<file path="src/rob_pkg.sv">
// shared opcodes, payload structs and sizing constants for the reorder buffer core
package rob_pkg;

  // buffer sizing
  localparam int rob_depth_lg = 3;
  localparam int rob_depth    = 1 << rob_depth_lg;
  localparam int robid_w      = rob_depth_lg + 1;

  // datapath widths
  localparam int xlen     = 16;
  localparam int pc_w     = 8;
  localparam int rd_w     = 3;
  localparam int num_regs = 1 << rd_w;

  // multiply lane depth
  localparam int mul_stages = 4;

  // exception redirect
  localparam logic [pc_w-1:0] trap_vec = 8'hf0;

  // values 5 to 7 are illegal
  typedef enum logic [2:0] {
    op_add = 3'd0,
    op_sub = 3'd1,
    op_xor = 3'd2,
    op_mul = 3'd3,
    op_beq = 3'd4
  } op_e;

  typedef struct packed {
    op_e              op;
    logic [rd_w-1:0]  rd;
    logic [xlen-1:0]  opa;
    logic [xlen-1:0]  opb;
    logic [pc_w-1:0]  pc;
    logic [pc_w-1:0]  target;
  } inst_t;

  typedef struct packed {
    logic [robid_w-1:0] robid;
    op_e                op;
    logic [xlen-1:0]    opa;
    logic [xlen-1:0]    opb;
  } exec_req_t;

  typedef struct packed {
    logic [robid_w-1:0] robid;
    logic               error;
    logic [xlen-1:0]    result;
  } wb_t;

  // fields kept per entry from allocation until retirement
  typedef struct packed {
    logic [rd_w-1:0]  rd;
    logic             is_branch;
    logic             error;
    logic [pc_w-1:0]  pc;
    logic [pc_w-1:0]  target;
  } rob_alloc_t;

  typedef struct packed {
    logic [rd_w-1:0]  rd;
    logic [xlen-1:0]  result;
    logic [pc_w-1:0]  pc;
    logic             has_rd;
  } retire_t;

endpackage

</file>
<file path="src/inst_decode.sv">
// decode stage holding one instruction, issuing its buffer allocation and exec request together
module inst_decode (
  input  logic                         clk,
  input  logic                         rst_n,
  input  logic                         flush,
  input  logic                         in_valid,
  output logic                         in_ready,
  input  rob_pkg::inst_t               in_inst,
  output logic                         alloc_valid,
  input  logic                         alloc_ready,
  output rob_pkg::rob_alloc_t          alloc,
  input  logic [rob_pkg::robid_w-1:0]  alloc_robid,
  output logic                         ex_valid,
  input  logic                         ex_ready,
  output rob_pkg::exec_req_t           ex_req
);
  import rob_pkg::*;

  logic  run_q;
  logic  valid_q;
  inst_t inst_q;
  logic  illegal;
  logic  release_beat;
  logic  accept;

  assign illegal = !(inst_q.op inside {op_add, op_sub, op_xor, op_mul, op_beq});

  // a legal op waits for both sides, an illegal one only for the buffer
  assign alloc_valid  = valid_q && !flush && (illegal || ex_ready);
  assign ex_valid     = valid_q && !flush && !illegal && alloc_ready && ex_ready;
  assign release_beat = alloc_valid && alloc_ready;

  // run_q keeps the source stalled until the first cycle out of reset
  assign in_ready = run_q && !flush && (!valid_q || release_beat);
  assign accept   = in_valid && in_ready;

  always_comb begin
    alloc.rd        = inst_q.rd;
    alloc.is_branch = (inst_q.op == op_beq);
    alloc.error     = illegal;
    alloc.pc        = inst_q.pc;
    alloc.target    = inst_q.target;
  end

  // tail pointer is the tag, since alloc and exec go in one beat
  always_comb begin
    ex_req.robid = alloc_robid;
    ex_req.op    = inst_q.op;
    ex_req.opa   = inst_q.opa;
    ex_req.opb   = inst_q.opb;
  end

  always_ff @(posedge clk or negedge rst_n) begin
    if (!rst_n) begin
      run_q   <= 1'b0;
      valid_q <= 1'b0;
    end else begin
      run_q <= 1'b1;
      if (flush) begin
        valid_q <= 1'b0;
      end else if (accept) begin
        valid_q <= 1'b1;
      end else if (release_beat) begin
        valid_q <= 1'b0;
      end
    end
  end

  always_ff @(posedge clk) begin
    if (accept) begin
      inst_q <= in_inst;
    end
  end

  // exec request always rides with an accepted allocation
  a_ex_with_alloc: assert property (@(posedge clk) disable iff (!rst_n)
    ex_valid |-> alloc_valid && alloc_ready);

  // source keeps a stalled offer steady until it is taken
  a_hold_stable: assert property (@(posedge clk) disable iff (!rst_n)
    in_valid && !in_ready && !flush |=> in_valid && $stable(in_inst));

endmodule

</file>
<file path="src/exec_unit.sv">
// execute stage with a one-cycle alu lane and a pipelined multiply lane sharing one writeback port
module exec_unit (
  input  logic                clk,
  input  logic                rst_n,
  input  logic                flush,
  input  logic                ex_valid,
  output logic                ex_ready,
  input  rob_pkg::exec_req_t  ex_req,
  output logic                wb_valid,
  output rob_pkg::wb_t        wb
);
  import rob_pkg::*;

  logic                  alu_v;
  wb_t                   alu_q;
  wb_t                   alu_next;
  logic                  alu_hold;
  logic                  alu_take;
  logic                  mul_take;
  logic                  accept;
  logic [mul_stages-1:0] mul_v;
  wb_t                   mul_q [mul_stages];
  wb_t                   mul_in;
  logic [2*xlen-1:0]     product;

  // multiply owns the port, alu result waits a cycle on a clash
  assign alu_hold = alu_v && mul_v[mul_stages-1];
  assign ex_ready = !alu_hold;

  assign accept   = ex_valid && ex_ready;
  assign mul_take = accept && (ex_req.op == op_mul);
  assign alu_take = accept && (ex_req.op != op_mul);

  always_comb begin
    alu_next.robid = ex_req.robid;
    alu_next.error = 1'b0;
    case (ex_req.op)
      op_add:  alu_next.result = ex_req.opa + ex_req.opb;
      op_sub:  alu_next.result = ex_req.opa - ex_req.opb;
      op_xor:  alu_next.result = ex_req.opa ^ ex_req.opb;
      op_beq:  alu_next.result = {{(xlen-1){1'b0}}, ex_req.opa == ex_req.opb};
      default: alu_next.result = '0;
    endcase
  end

  // any upper bit of the unsigned product means overflow
  assign product = ex_req.opa * ex_req.opb;

  always_comb begin
    mul_in.robid  = ex_req.robid;
    mul_in.error  = |product[2*xlen-1:xlen];
    mul_in.result = product[xlen-1:0];
  end

  // alu lane
  always_ff @(posedge clk or negedge rst_n) begin
    if (!rst_n) begin
      alu_v <= 1'b0;
    end else if (flush) begin
      alu_v <= 1'b0;
    end else if (!alu_hold) begin
      alu_v <= alu_take;
    end
  end

  always_ff @(posedge clk) begin
    if (alu_take) begin
      alu_q <= alu_next;
    end
  end

  // multiply lane never stalls
  always_ff @(posedge clk or negedge rst_n) begin
    if (!rst_n) begin
      mul_v <= '0;
    end else if (flush) begin
      mul_v <= '0;
    end else begin
      mul_v <= {mul_v[mul_stages-2:0], mul_take};
    end
  end

  always_ff @(posedge clk) begin
    mul_q[0] <= mul_in;
    for (int i = 1; i < mul_stages; i++) begin
      mul_q[i] <= mul_q[i-1];
    end
  end

  assign wb_valid = mul_v[mul_stages-1] || alu_v;
  assign wb       = mul_v[mul_stages-1] ? mul_q[mul_stages-1] : alu_q;

  // losing lane keeps its result for the next cycle
  a_alu_kept: assert property (@(posedge clk) disable iff (!rst_n)
    alu_hold && !flush |=> alu_v && (alu_q == $past(alu_q)));

  // flush cancels all in-flight work
  a_quiet_after_flush: assert property (@(posedge clk) disable iff (!rst_n)
    flush |=> !wb_valid);

endmodule

</file>
<file path="src/reorder_buffer.sv">
// circular reorder buffer taking tagged writebacks out of order and retiring entries in order
module reorder_buffer (
  input  logic                         clk,
  input  logic                         rst_n,
  input  logic                         alloc_valid,
  output logic                         alloc_ready,
  input  rob_pkg::rob_alloc_t          alloc,
  output logic [rob_pkg::robid_w-1:0]  alloc_robid,
  input  logic                         wb_valid,
  input  rob_pkg::wb_t                 wb,
  output logic                         ret_valid,
  output rob_pkg::retire_t             ret,
  output logic                         flush,
  output logic [rob_pkg::pc_w-1:0]     flush_pc
);
  import rob_pkg::*;

  // entry state
  logic [rob_depth-1:0] executed;
  logic [rob_depth-1:0] err;
  logic [xlen-1:0]      result_mem [rob_depth];
  rob_alloc_t           info_mem [rob_depth];

  // pointers carry a polarity bit above the index
  logic [robid_w-1:0]      head;
  logic [robid_w-1:0]      tail;
  logic [robid_w-1:0]      head_next;
  logic [robid_w-1:0]      rd_ptr;
  logic [rob_depth_lg-1:0] rd_idx;
  logic [rob_depth_lg-1:0] tail_idx;
  logic [rob_depth_lg-1:0] wb_idx;
  logic [robid_w-1:0]      count;
  logic [robid_w-1:0]      wb_off;
  logic                    full;
  logic                    alloc_beat;

  // registered head read
  logic       rv_q;
  logic       err_q;
  logic [xlen-1:0] res_q;
  rob_alloc_t info_q;
  logic       take_branch;

  assign tail_idx = tail[rob_depth_lg-1:0];
  assign wb_idx   = wb.robid[rob_depth_lg-1:0];
  assign full     = (head[rob_depth_lg-1:0] == tail_idx) &&
                    (head[rob_depth_lg] != tail[rob_depth_lg]);

  assign alloc_ready = !full;
  assign alloc_robid = tail;
  assign alloc_beat  = alloc_valid && alloc_ready;

  // skip ahead while the head is leaving, so back-to-back retires work
  assign head_next = head + 1'b1;
  assign rd_ptr    = rv_q ? head_next : head;
  assign rd_idx    = rd_ptr[rob_depth_lg-1:0];

  assign count  = tail - head;
  assign wb_off = wb.robid - head;

  always_ff @(posedge clk or negedge rst_n) begin
    if (!rst_n) begin
      head <= '0;
      tail <= '0;
    end else if (flush) begin
      head <= '0;
      tail <= '0;
    end else begin
      if (rv_q) begin
        head <= head_next;
      end
      if (alloc_beat) begin
        tail <= tail + 1'b1;
      end
    end
  end

  // illegal ops land already executed with their error set
  always_ff @(posedge clk or negedge rst_n) begin
    if (!rst_n) begin
      executed <= '0;
      err      <= '0;
    end else begin
      if (alloc_beat) begin
        executed[tail_idx] <= alloc.error;
        err[tail_idx]      <= alloc.error;
      end
      if (wb_valid) begin
        executed[wb_idx] <= 1'b1;
        err[wb_idx]      <= wb.error;
      end
    end
  end

  always_ff @(posedge clk) begin
    if (alloc_beat) begin
      info_mem[tail_idx]   <= alloc;
      result_mem[tail_idx] <= '0;
    end
    if (wb_valid) begin
      result_mem[wb_idx] <= wb.result;
    end
  end

  always_ff @(posedge clk or negedge rst_n) begin
    if (!rst_n) begin
      rv_q <= 1'b0;
    end else if (flush) begin
      rv_q <= 1'b0;
    end else begin
      rv_q <= executed[rd_idx] && (rd_ptr != tail);
    end
  end

  always_ff @(posedge clk) begin
    err_q  <= err[rd_idx];
    res_q  <= result_mem[rd_idx];
    info_q <= info_mem[rd_idx];
  end

  // not-taken is always predicted, so any taken beq redirects
  assign take_branch = info_q.is_branch && res_q[0];
  assign flush       = rv_q && (err_q || take_branch);
  assign flush_pc    = err_q ? trap_vec : info_q.target;

  assign ret_valid  = rv_q;
  assign ret.rd     = info_q.rd;
  assign ret.result = res_q;
  assign ret.pc     = info_q.pc;
  assign ret.has_rd = !err_q && !info_q.is_branch;

  // occupancy never exceeds the depth
  a_no_overfill: assert property (@(posedge clk) disable iff (!rst_n)
    alloc_beat |=> count <= rob_depth);

  // each writeback hits a live entry that has not executed yet
  a_wb_live: assert property (@(posedge clk) disable iff (!rst_n)
    wb_valid |-> (wb_off < count) && !executed[wb_idx]);

endmodule

</file>
<file path="src/retire_regfile.sv">
// architectural register file written at retirement, also registering the retire report
module retire_regfile (
  input  logic              clk,
  input  logic              rst_n,
  input  logic              ret_valid,
  input  rob_pkg::retire_t  ret,
  output logic              out_valid,
  output rob_pkg::retire_t  out_ret
);
  import rob_pkg::*;

  logic [xlen-1:0] arch_regs [num_regs];
  logic            wr_en;

  // branches and faulting entries carry has_rd low
  assign wr_en = ret_valid && ret.has_rd;

  always_ff @(posedge clk or negedge rst_n) begin
    if (!rst_n) begin
      for (int i = 0; i < num_regs; i++) begin
        arch_regs[i] <= '0;
      end
    end else if (wr_en) begin
      arch_regs[ret.rd] <= ret.result;
    end
  end

  // report goes out one cycle after retirement
  always_ff @(posedge clk or negedge rst_n) begin
    if (!rst_n) begin
      out_valid <= 1'b0;
    end else begin
      out_valid <= ret_valid;
    end
  end

  always_ff @(posedge clk) begin
    if (ret_valid) begin
      out_ret <= ret;
    end
  end

endmodule

</file>
<file path="src/ooo_core_top.sv">
// core top level wiring decode, execute, reorder buffer and register file
module ooo_core_top (
  input  logic                      clk,
  input  logic                      rst_n,
  input  logic                      in_valid,
  output logic                      in_ready,
  input  rob_pkg::inst_t            in_inst,
  output logic                      out_valid,
  output rob_pkg::retire_t          out_ret,
  output logic                      flush,
  output logic [rob_pkg::pc_w-1:0]  flush_pc
);
  import rob_pkg::*;

  logic               alloc_valid;
  logic               alloc_ready;
  rob_alloc_t         alloc;
  logic [robid_w-1:0] alloc_robid;
  logic               ex_valid;
  logic               ex_ready;
  exec_req_t          ex_req;
  logic               wb_valid;
  wb_t                wb;
  logic               ret_valid;
  retire_t            ret;

  inst_decode u_decode (
    .clk         (clk),
    .rst_n       (rst_n),
    .flush       (flush),
    .in_valid    (in_valid),
    .in_ready    (in_ready),
    .in_inst     (in_inst),
    .alloc_valid (alloc_valid),
    .alloc_ready (alloc_ready),
    .alloc       (alloc),
    .alloc_robid (alloc_robid),
    .ex_valid    (ex_valid),
    .ex_ready    (ex_ready),
    .ex_req      (ex_req)
  );

  exec_unit u_exec (
    .clk      (clk),
    .rst_n    (rst_n),
    .flush    (flush),
    .ex_valid (ex_valid),
    .ex_ready (ex_ready),
    .ex_req   (ex_req),
    .wb_valid (wb_valid),
    .wb       (wb)
  );

  reorder_buffer u_rob (
    .clk         (clk),
    .rst_n       (rst_n),
    .alloc_valid (alloc_valid),
    .alloc_ready (alloc_ready),
    .alloc       (alloc),
    .alloc_robid (alloc_robid),
    .wb_valid    (wb_valid),
    .wb          (wb),
    .ret_valid   (ret_valid),
    .ret         (ret),
    .flush       (flush),
    .flush_pc    (flush_pc)
  );

  retire_regfile u_regfile (
    .clk       (clk),
    .rst_n     (rst_n),
    .ret_valid (ret_valid),
    .ret       (ret),
    .out_valid (out_valid),
    .out_ret   (out_ret)
  );

endmodule

</file>
<file path="config.mk">
export PLATFORM = sky130hd
export DESIGN_NAME = ooo_core_top
export DESIGN_NICKNAME = d
export VERILOG_FILES = /design/src/rob_pkg.sv /design/src/inst_decode.sv /design/src/exec_unit.sv /design/src/reorder_buffer.sv /design/src/retire_regfile.sv /design/src/ooo_core_top.sv
export SDC_FILE = /design/constraint.sdc
export NUM_CORES = 1
export LEC_CHECK = 0
export BUFFER_PORTS_ARGS = -buffer_cell sky130_fd_sc_hd__buf_4
export CAP_MARGIN = 10
export CORE_UTILIZATION = 38
export CTS_CLUSTER_SIZE = 25
export DETAILED_ROUTE_END_ITERATION = 10
export HOLD_SLACK_MARGIN = 0.05
export MAX_ROUTING_LAYER = met4
export PLACE_DENSITY = 0.52
export SLEW_MARGIN = 20
export SYNTH_ARGS = -nofsm -noshare
export SYNTH_HDL_FRONTEND = slang
export SYNTH_SLANG_ARGS = --single-unit
</file>
<file path="constraint.sdc">
create_clock -name clk -period 13.25 [get_ports clk]
set_input_delay 1.325 -clock clk [delete_from_list [all_inputs] [get_ports clk]]
set_output_delay 1.325 -clock clk [all_outputs]
set_load 0.01 [all_outputs]
</file>
; ---- Yosys cells after proc, flatten, opt, wreduce, memory -nomap -nowiden
; Memories as Yosys holds them, arrays and structs flattened. A register that Yosys moved wholly into a read port is not among the register bits.
; Index checks and enable logic that the tools add are counted.
[word_totals]
register_bits = 135
ramBits = 380
in_bits = 57
output_inout_bits = 39
wordCells = 117
n_memories = 3
[mem_list]
columns = name, depth, width, rd, rd_clocked_by_memory_dff, write_ports, line_no
row1 = u_rob.info_mem, 8, 21, 1, 1, 1, reorder_buffer.sv:22  ; rob_alloc_t info_mem [rob_depth];
row2 = u_rob.result_mem, 8, 16, 1, 1, 2, reorder_buffer.sv:21  ; logic [xlen-1:0] result_mem [rob_depth];
row3 = u_exec.mul_q, 4, 21, 4, 0, 4, exec_unit.sv:22  ; wb_t mul_q [mul_stages];
[classes]
add_sub_neg = 4
n_mul = 1
magnitude_cmp = 5
n_eq_ne = 10
muxes = 33
bitwise_logic = 2
n_reduce_logical = 36
[op_table]
columns = cell, n
row1 = $pmux W16 S4, 1
row2 = $mux W8, 5
row3 = $mul A16 B16 Y32, 1
row4 = $bwmux W8, 3
row5 = $logic_and A1 B1 Y1, 20
row6 = $mux W20, 1
row7 = $mux W4, 5
row8 = $add A16 B16 Y16, 1
row9 = $eq A16 B16 Y1, 1
row10 = $reduce_or A16 Y1, 1
row11 = $sub A16 B16 Y16, 1
row12 = $xor A16 B16 Y16, 1
row13 = $mux W1, 14
row14 = $lt A3 B4 Y1 const B, 3
row15 = $add A4 B1 Y4 const B, 2
row16 = $or A8 B8 Y8, 1
row17 = $logic_not A1 Y1, 7
row18 = $bmux W1 S3, 2
row19 = $demux W1 S3, 2
row20 = $eq A3 B2 Y1 const B, 2
row21 = $ge A3 B1 Y1 const B, 2
row22 = $reduce_bool A5 Y1, 1
row23 = $logic_or A1 B1 Y1, 4
row24 = $ne A4 B4 Y1, 1
row25 = 9 further kinds, 9

; ---- Logic depth before layout (Yosys ltp)
[logic_depth]
word_depth = 12
ltp_mapped = 25
ltp_nobuf = 24

; ---- Modules after synthesis
; From an unflattened synthesis, not the netlist that was laid out.
[unflattened]
hier_cells = 2318
area_unflattened_um2 = 29822.4
[modules_own_cells]
columns = module, instances, cells_each, area_per_inst_um2, seq_area_each_um2
row1 = reorder_buffer, 1, 802, 14108.5, 10014.6
row2 = exec_unit, 1, 1412, 13037.5, 2407.3
row3 = inst_decode, 1, 75, 1810.5, 1671.6
row4 = retire_regfile, 1, 29, 865.8, 865.8

; ---- Worst setup path after synthesis
; Ideal clock, no wire load.
[synth_path]
path_kind = reg-to-reg
start = register u_decode.inst_q, in the netlist u_decode.ex_req[1]
end = memory u_exec.mul_q[0][16] (netlist name)
setup_time_ns = 0.131
t_arrival_ns = 6.029
required_time_ns = 13.119
setup_slack_ns = 7.090
path_stages_with_launch = 22
path_buffers = 1
synth_period_minus_slack_ns = 6.160
cell_sequence = edfxtp_1 > clkbuf_1 > nand2_1 > fa_1 > fa_1 > inv_1 > fa_1 > fa_1 > fa_1 > inv_1 > fa_1 > inv_1 > ha_1 > a21oi_1 > o21ai_0 > a211oi_1 > o31ai_2 > a2111oi_1 > o31ai_1 > a21oi_1 > mux2i_1 > nand4_1
[synth_rtl]
columns = element, line_no
row1 = start: declaration, inst_decode.sv:21  ; inst_t inst_q;
row2 = start signal: assignment, inst_decode.sv:71  ; inst_q <= in_inst;
row3 = end: declaration, exec_unit.sv:22

==> flow_summary.json <==
{
  "status": "finished, final reports clean",
  "htree_levels": 2,
  "grt_max_degree": 81,
  "n_fill_cell": 7299,
  "finalSetupViolations": 0,
  "crit_path_frequent_cell": "inv_1",
  "nets": 3196,
  "seqCellArea_um2": 14900,
  "clock_path_buffers": 3,
  "drt_first_pass_iters": 6,
  "drt_iter0_drc": 1272,
  "crit_slowest_cell": "edfxtp_1",
  "syn_inst": 2761,
  "post_dp_cell_area_um2": 31100,
  "maxCapViolCount": 0,
  "grt_antenna_before_repair": 0,
  "path_cells": "ha_1 -> inv_1 -> fa_1 -> inv_1 -> fa_1 -> inv_1 -> fa_1 -> inv_1 -> fa_1 -> fa_1 -> inv_1 -> fa_1 -> inv_1 -> ha_1 -> inv_1 -> o21ai_0 -> a211oi_1 -> o31ai_2 -> a2111oi_1 -> o31ai_1 -> a21oi_1 -> mux2i_1 -> nand4_1",
  "ctsHoldBuffers": 0,
  "fin_setup_tns_ns": 0,
  "hp-class": "reg -> reg",
  "ys_types": 71,
  "rows": 101,
  "die_x_um": 280,
  "wire_per_inst_um": 19.5,
  "clock-skew-final_ns": 0.0324,
  "routed_wl_mm": 75.9,
  "cts_sinks": 539,
  "post_cts_resized": 0,
  "cp.arrival_ns": 7.31,
  "multi_input_area_um2": 13100,
  "vias": 19700,
  "maxSlewHeadroom_pct": 29.8,
  "critPathRequiredTime_ns": 13.74,
  "final_cell_area_um2": 33100,
  "rsz0062_at_grt": "no",
  "die_y_um": 280,
  "synth-edff-count": 389,
  "diodes": 0,
  "track_usage_pct": 20.2,
  "core-area_um2": 76100,
  "gr-total-overflow": 0,
  "period_needed_ns": 6.82,
  "tritoncts": "built",
  "drc_errors": 0,
  "hold_violations": 0,
  "synth_sequential_area_ratio_pct": 50.7,
  "grt_pass1_vias": 20000,
  "cp-start-kind": "flip-flop",
  "cts_setup_buffers": 0,
  "yosysWarningCount": 0,
  "post-dp-hpwl_mm": 50.2,
  "fmax_mhz": 147,
  "synthesis.nets": 3151,
  "gp_congestion": 0.862,
  "drv_slew": 0,
  "cts-root-buf": "clkbuf_16",
  "drive_gt1_share_pct": 8.26,
  "routed_via_density": 5.06,
  "ys.flop_type": "edfxtp_1",
  "grt_pass1_wl_mm": 117,
  "worstSkewPairLatency_ns": 0.64,
  "critPathMaxFanout": 17,
  "area_growth_pct": 12.9,
  "worstMarginPinSlew_ns": 1.02,
  "syn-cell-area_um2": 29300,
  "cts-buffers-inserted": 58,
  "fin_crit_sh_pct": 51.5,
  "antenna_left": 0,
  "path_class": "reg -> reg",
  "io_buffer_count": 95,
  "fin_hold_ws_ns": 0.298,
  "async_flop_share_pct": 6.12,
  "io-pin-count": 96,
  "syn_avg_cell_area_um2": 10.6,
  "start_util_pct": 38.5,
  "max_stage_delay_ns": 0.86,
  "cts.reportedPaths.clkPinSlew_ns": 0.06,
  "crit_path_end_kind": "flip-flop",
  "dieArea_um2": 78200,
  "whs_path_depth": 0,
  "ys_seq_elements": 539,
  "rr_worst_depth": 23
}
==> routing by layer <==
layer,vias up,wire length (µm),track usage (%),part of all wire (%)
met1,9776,33500,26.2,44
li1,9263,-,-,-
met5,-,0,-,0
met4,0,1900,5.90,2.5
met2,497,36800,33.3,49
met3,118,3600,2.32,4.7
==> critical path: cells and delay by family (launching register included) <==
family                     cells  cell delay (ns)
adders and majority gates      8             3.57
and+or+nand+nor                1             0.12
buffers and inverters          7             0.48
AOI/OAI and AO/OA              6             1.45
DFF                            1             0.86
muxes                          1             0.22
==> per-stage QoR <==
step	utilization (%)	std cells	setup slack (ns)
floorplan	-	2761	7.09
global placement	40.8	3775	6.55
detailed placement	40.8	3776	6.45
CTS	43.5	3886	6.42
global route	43.5	3886	6.06
finish	43.5	3886	6.43
==> kinds of logic (layout without fill, tap and decap cells) <==
family,after synthesis,in the layout,synth area share (%)
buffers and inverters,386,481,4.98
other,1,1,0.0128
adder cells (fa/ha/maj),333,333,19.3
multiplexers,26,26,0.901
AO/OA/AOI/OAI,251,251,5.27
XOR/XNOR,33,33,0.987
AND/OR/NAND/NOR,1192,1192,17.9
flip-flops,539,539,50.7
==> cell usage in the layout, fill, tap and decap left out, types with 6 or more instances in the layout <==
cell type / instances
clkinv_2: 7
clkbuf_8: 10
xor2_1: 12
a21o_1: 14
nand2_1: 561
nor2b_1: 21
dfxtp_1: 117
mux2i_1: 19
clkbuf_1: 15
and3_1: 7
edfxtp_1: 389
inv_1: 249
a21oi_1: 75
xnor2_1: 18
o21ai_0: 77
buf_4: 121
a31oi_1: 16
or2_2: 6
nor2_1: 221
o211ai_1: 8
or3_1: 6
nand4_1: 13
nor3_1: 17
fa_1: 196
ha_1: 137
nand2b_1: 7
nand3_1: 210
and2_1: 102
nor4_1: 6
clkbuf_16: 59
dfrtp_1: 32
==> area by class of cell <==
| type | count | area share, % |
|---|---|---|
| Inverter | 249 | 2.83 |
| Clock buffer | 84 | 5.05 |
| Tap cell | 1030 | 3.90 |
| Clock inverter | 26 | 0.999 |
| Timing Repair Buffer | 122 | 2.83 |
| Multi-Input combinational cell | 1836 | 39.5 |
| Sequential cell | 539 | 44.9 |
==> flip-flops by register name, indices dropped and copies added (netlist names) <==
signal / cells
u_rob.err: 8
u_exec.mul_v: 4
u_exec.alu_q: 19
u_decode.ex_req: 35
u_rob.result_mem: 128
u_decode.valid_q: 1
u_rob.head: 4
u_regfile.out_ret: 28
u_rob.info_q: 9
u_rob.alloc_robid: 4
u_rob.err_q: 1
u_regfile.out_valid: 1
u_rob.executed: 8
u_rob.ret_valid: 1
u_decode.run_q: 1
u_rob.res_q: 16
u_exec.alu_v: 1
u_rob.ret: 11
u_rob.info_mem: 160
u_decode.alloc: 19
u_exec.mul_q: 80
==> synth_stat cells (17+ instances only) <==
cell      count  area (µm²)
nand2_1     561        2110
edfxtp_1    389       11700
inv_1       249         935
nor2_1      221         830
nand3_1     210        1050
fa_1        196        3920
ha_1        137        1710
clkbuf_1    124         465
dfxtp_1     117        2340
and2_1      103         644
o21ai_0      77         385
a21oi_1      75         375
dfrtp_1      33         826
mux2i_1      23         230
nor2b_1      21         131
xnor2_1      19         166
nor3_1       17        85.1
==> path summary, 6_finish.rpt <==
kind | start | end | slack [ns]
worst max-delay path | u_decode.ex_req[23] | u_exec.mul_q[0][16] | 6.43
worst min-delay path | u_exec.mul_q[2][12] | u_exec.mul_q[3][12] | 0.30
worst max register to register | u_decode.ex_req[23] | u_exec.mul_q[0][16] | 6.43
worst min register to register | u_exec.mul_q[2][12] | u_exec.mul_q[3][12] | 0.30
max in group asynchronous | rst_n | u_rob.ret_valid | 12.22
min in group asynchronous | rst_n | u_regfile.out_valid | 0.64
Power is left out: the tool's default activity adds up to more than one toggle a clock period on the data nets, which glitch-free logic cannot reach.
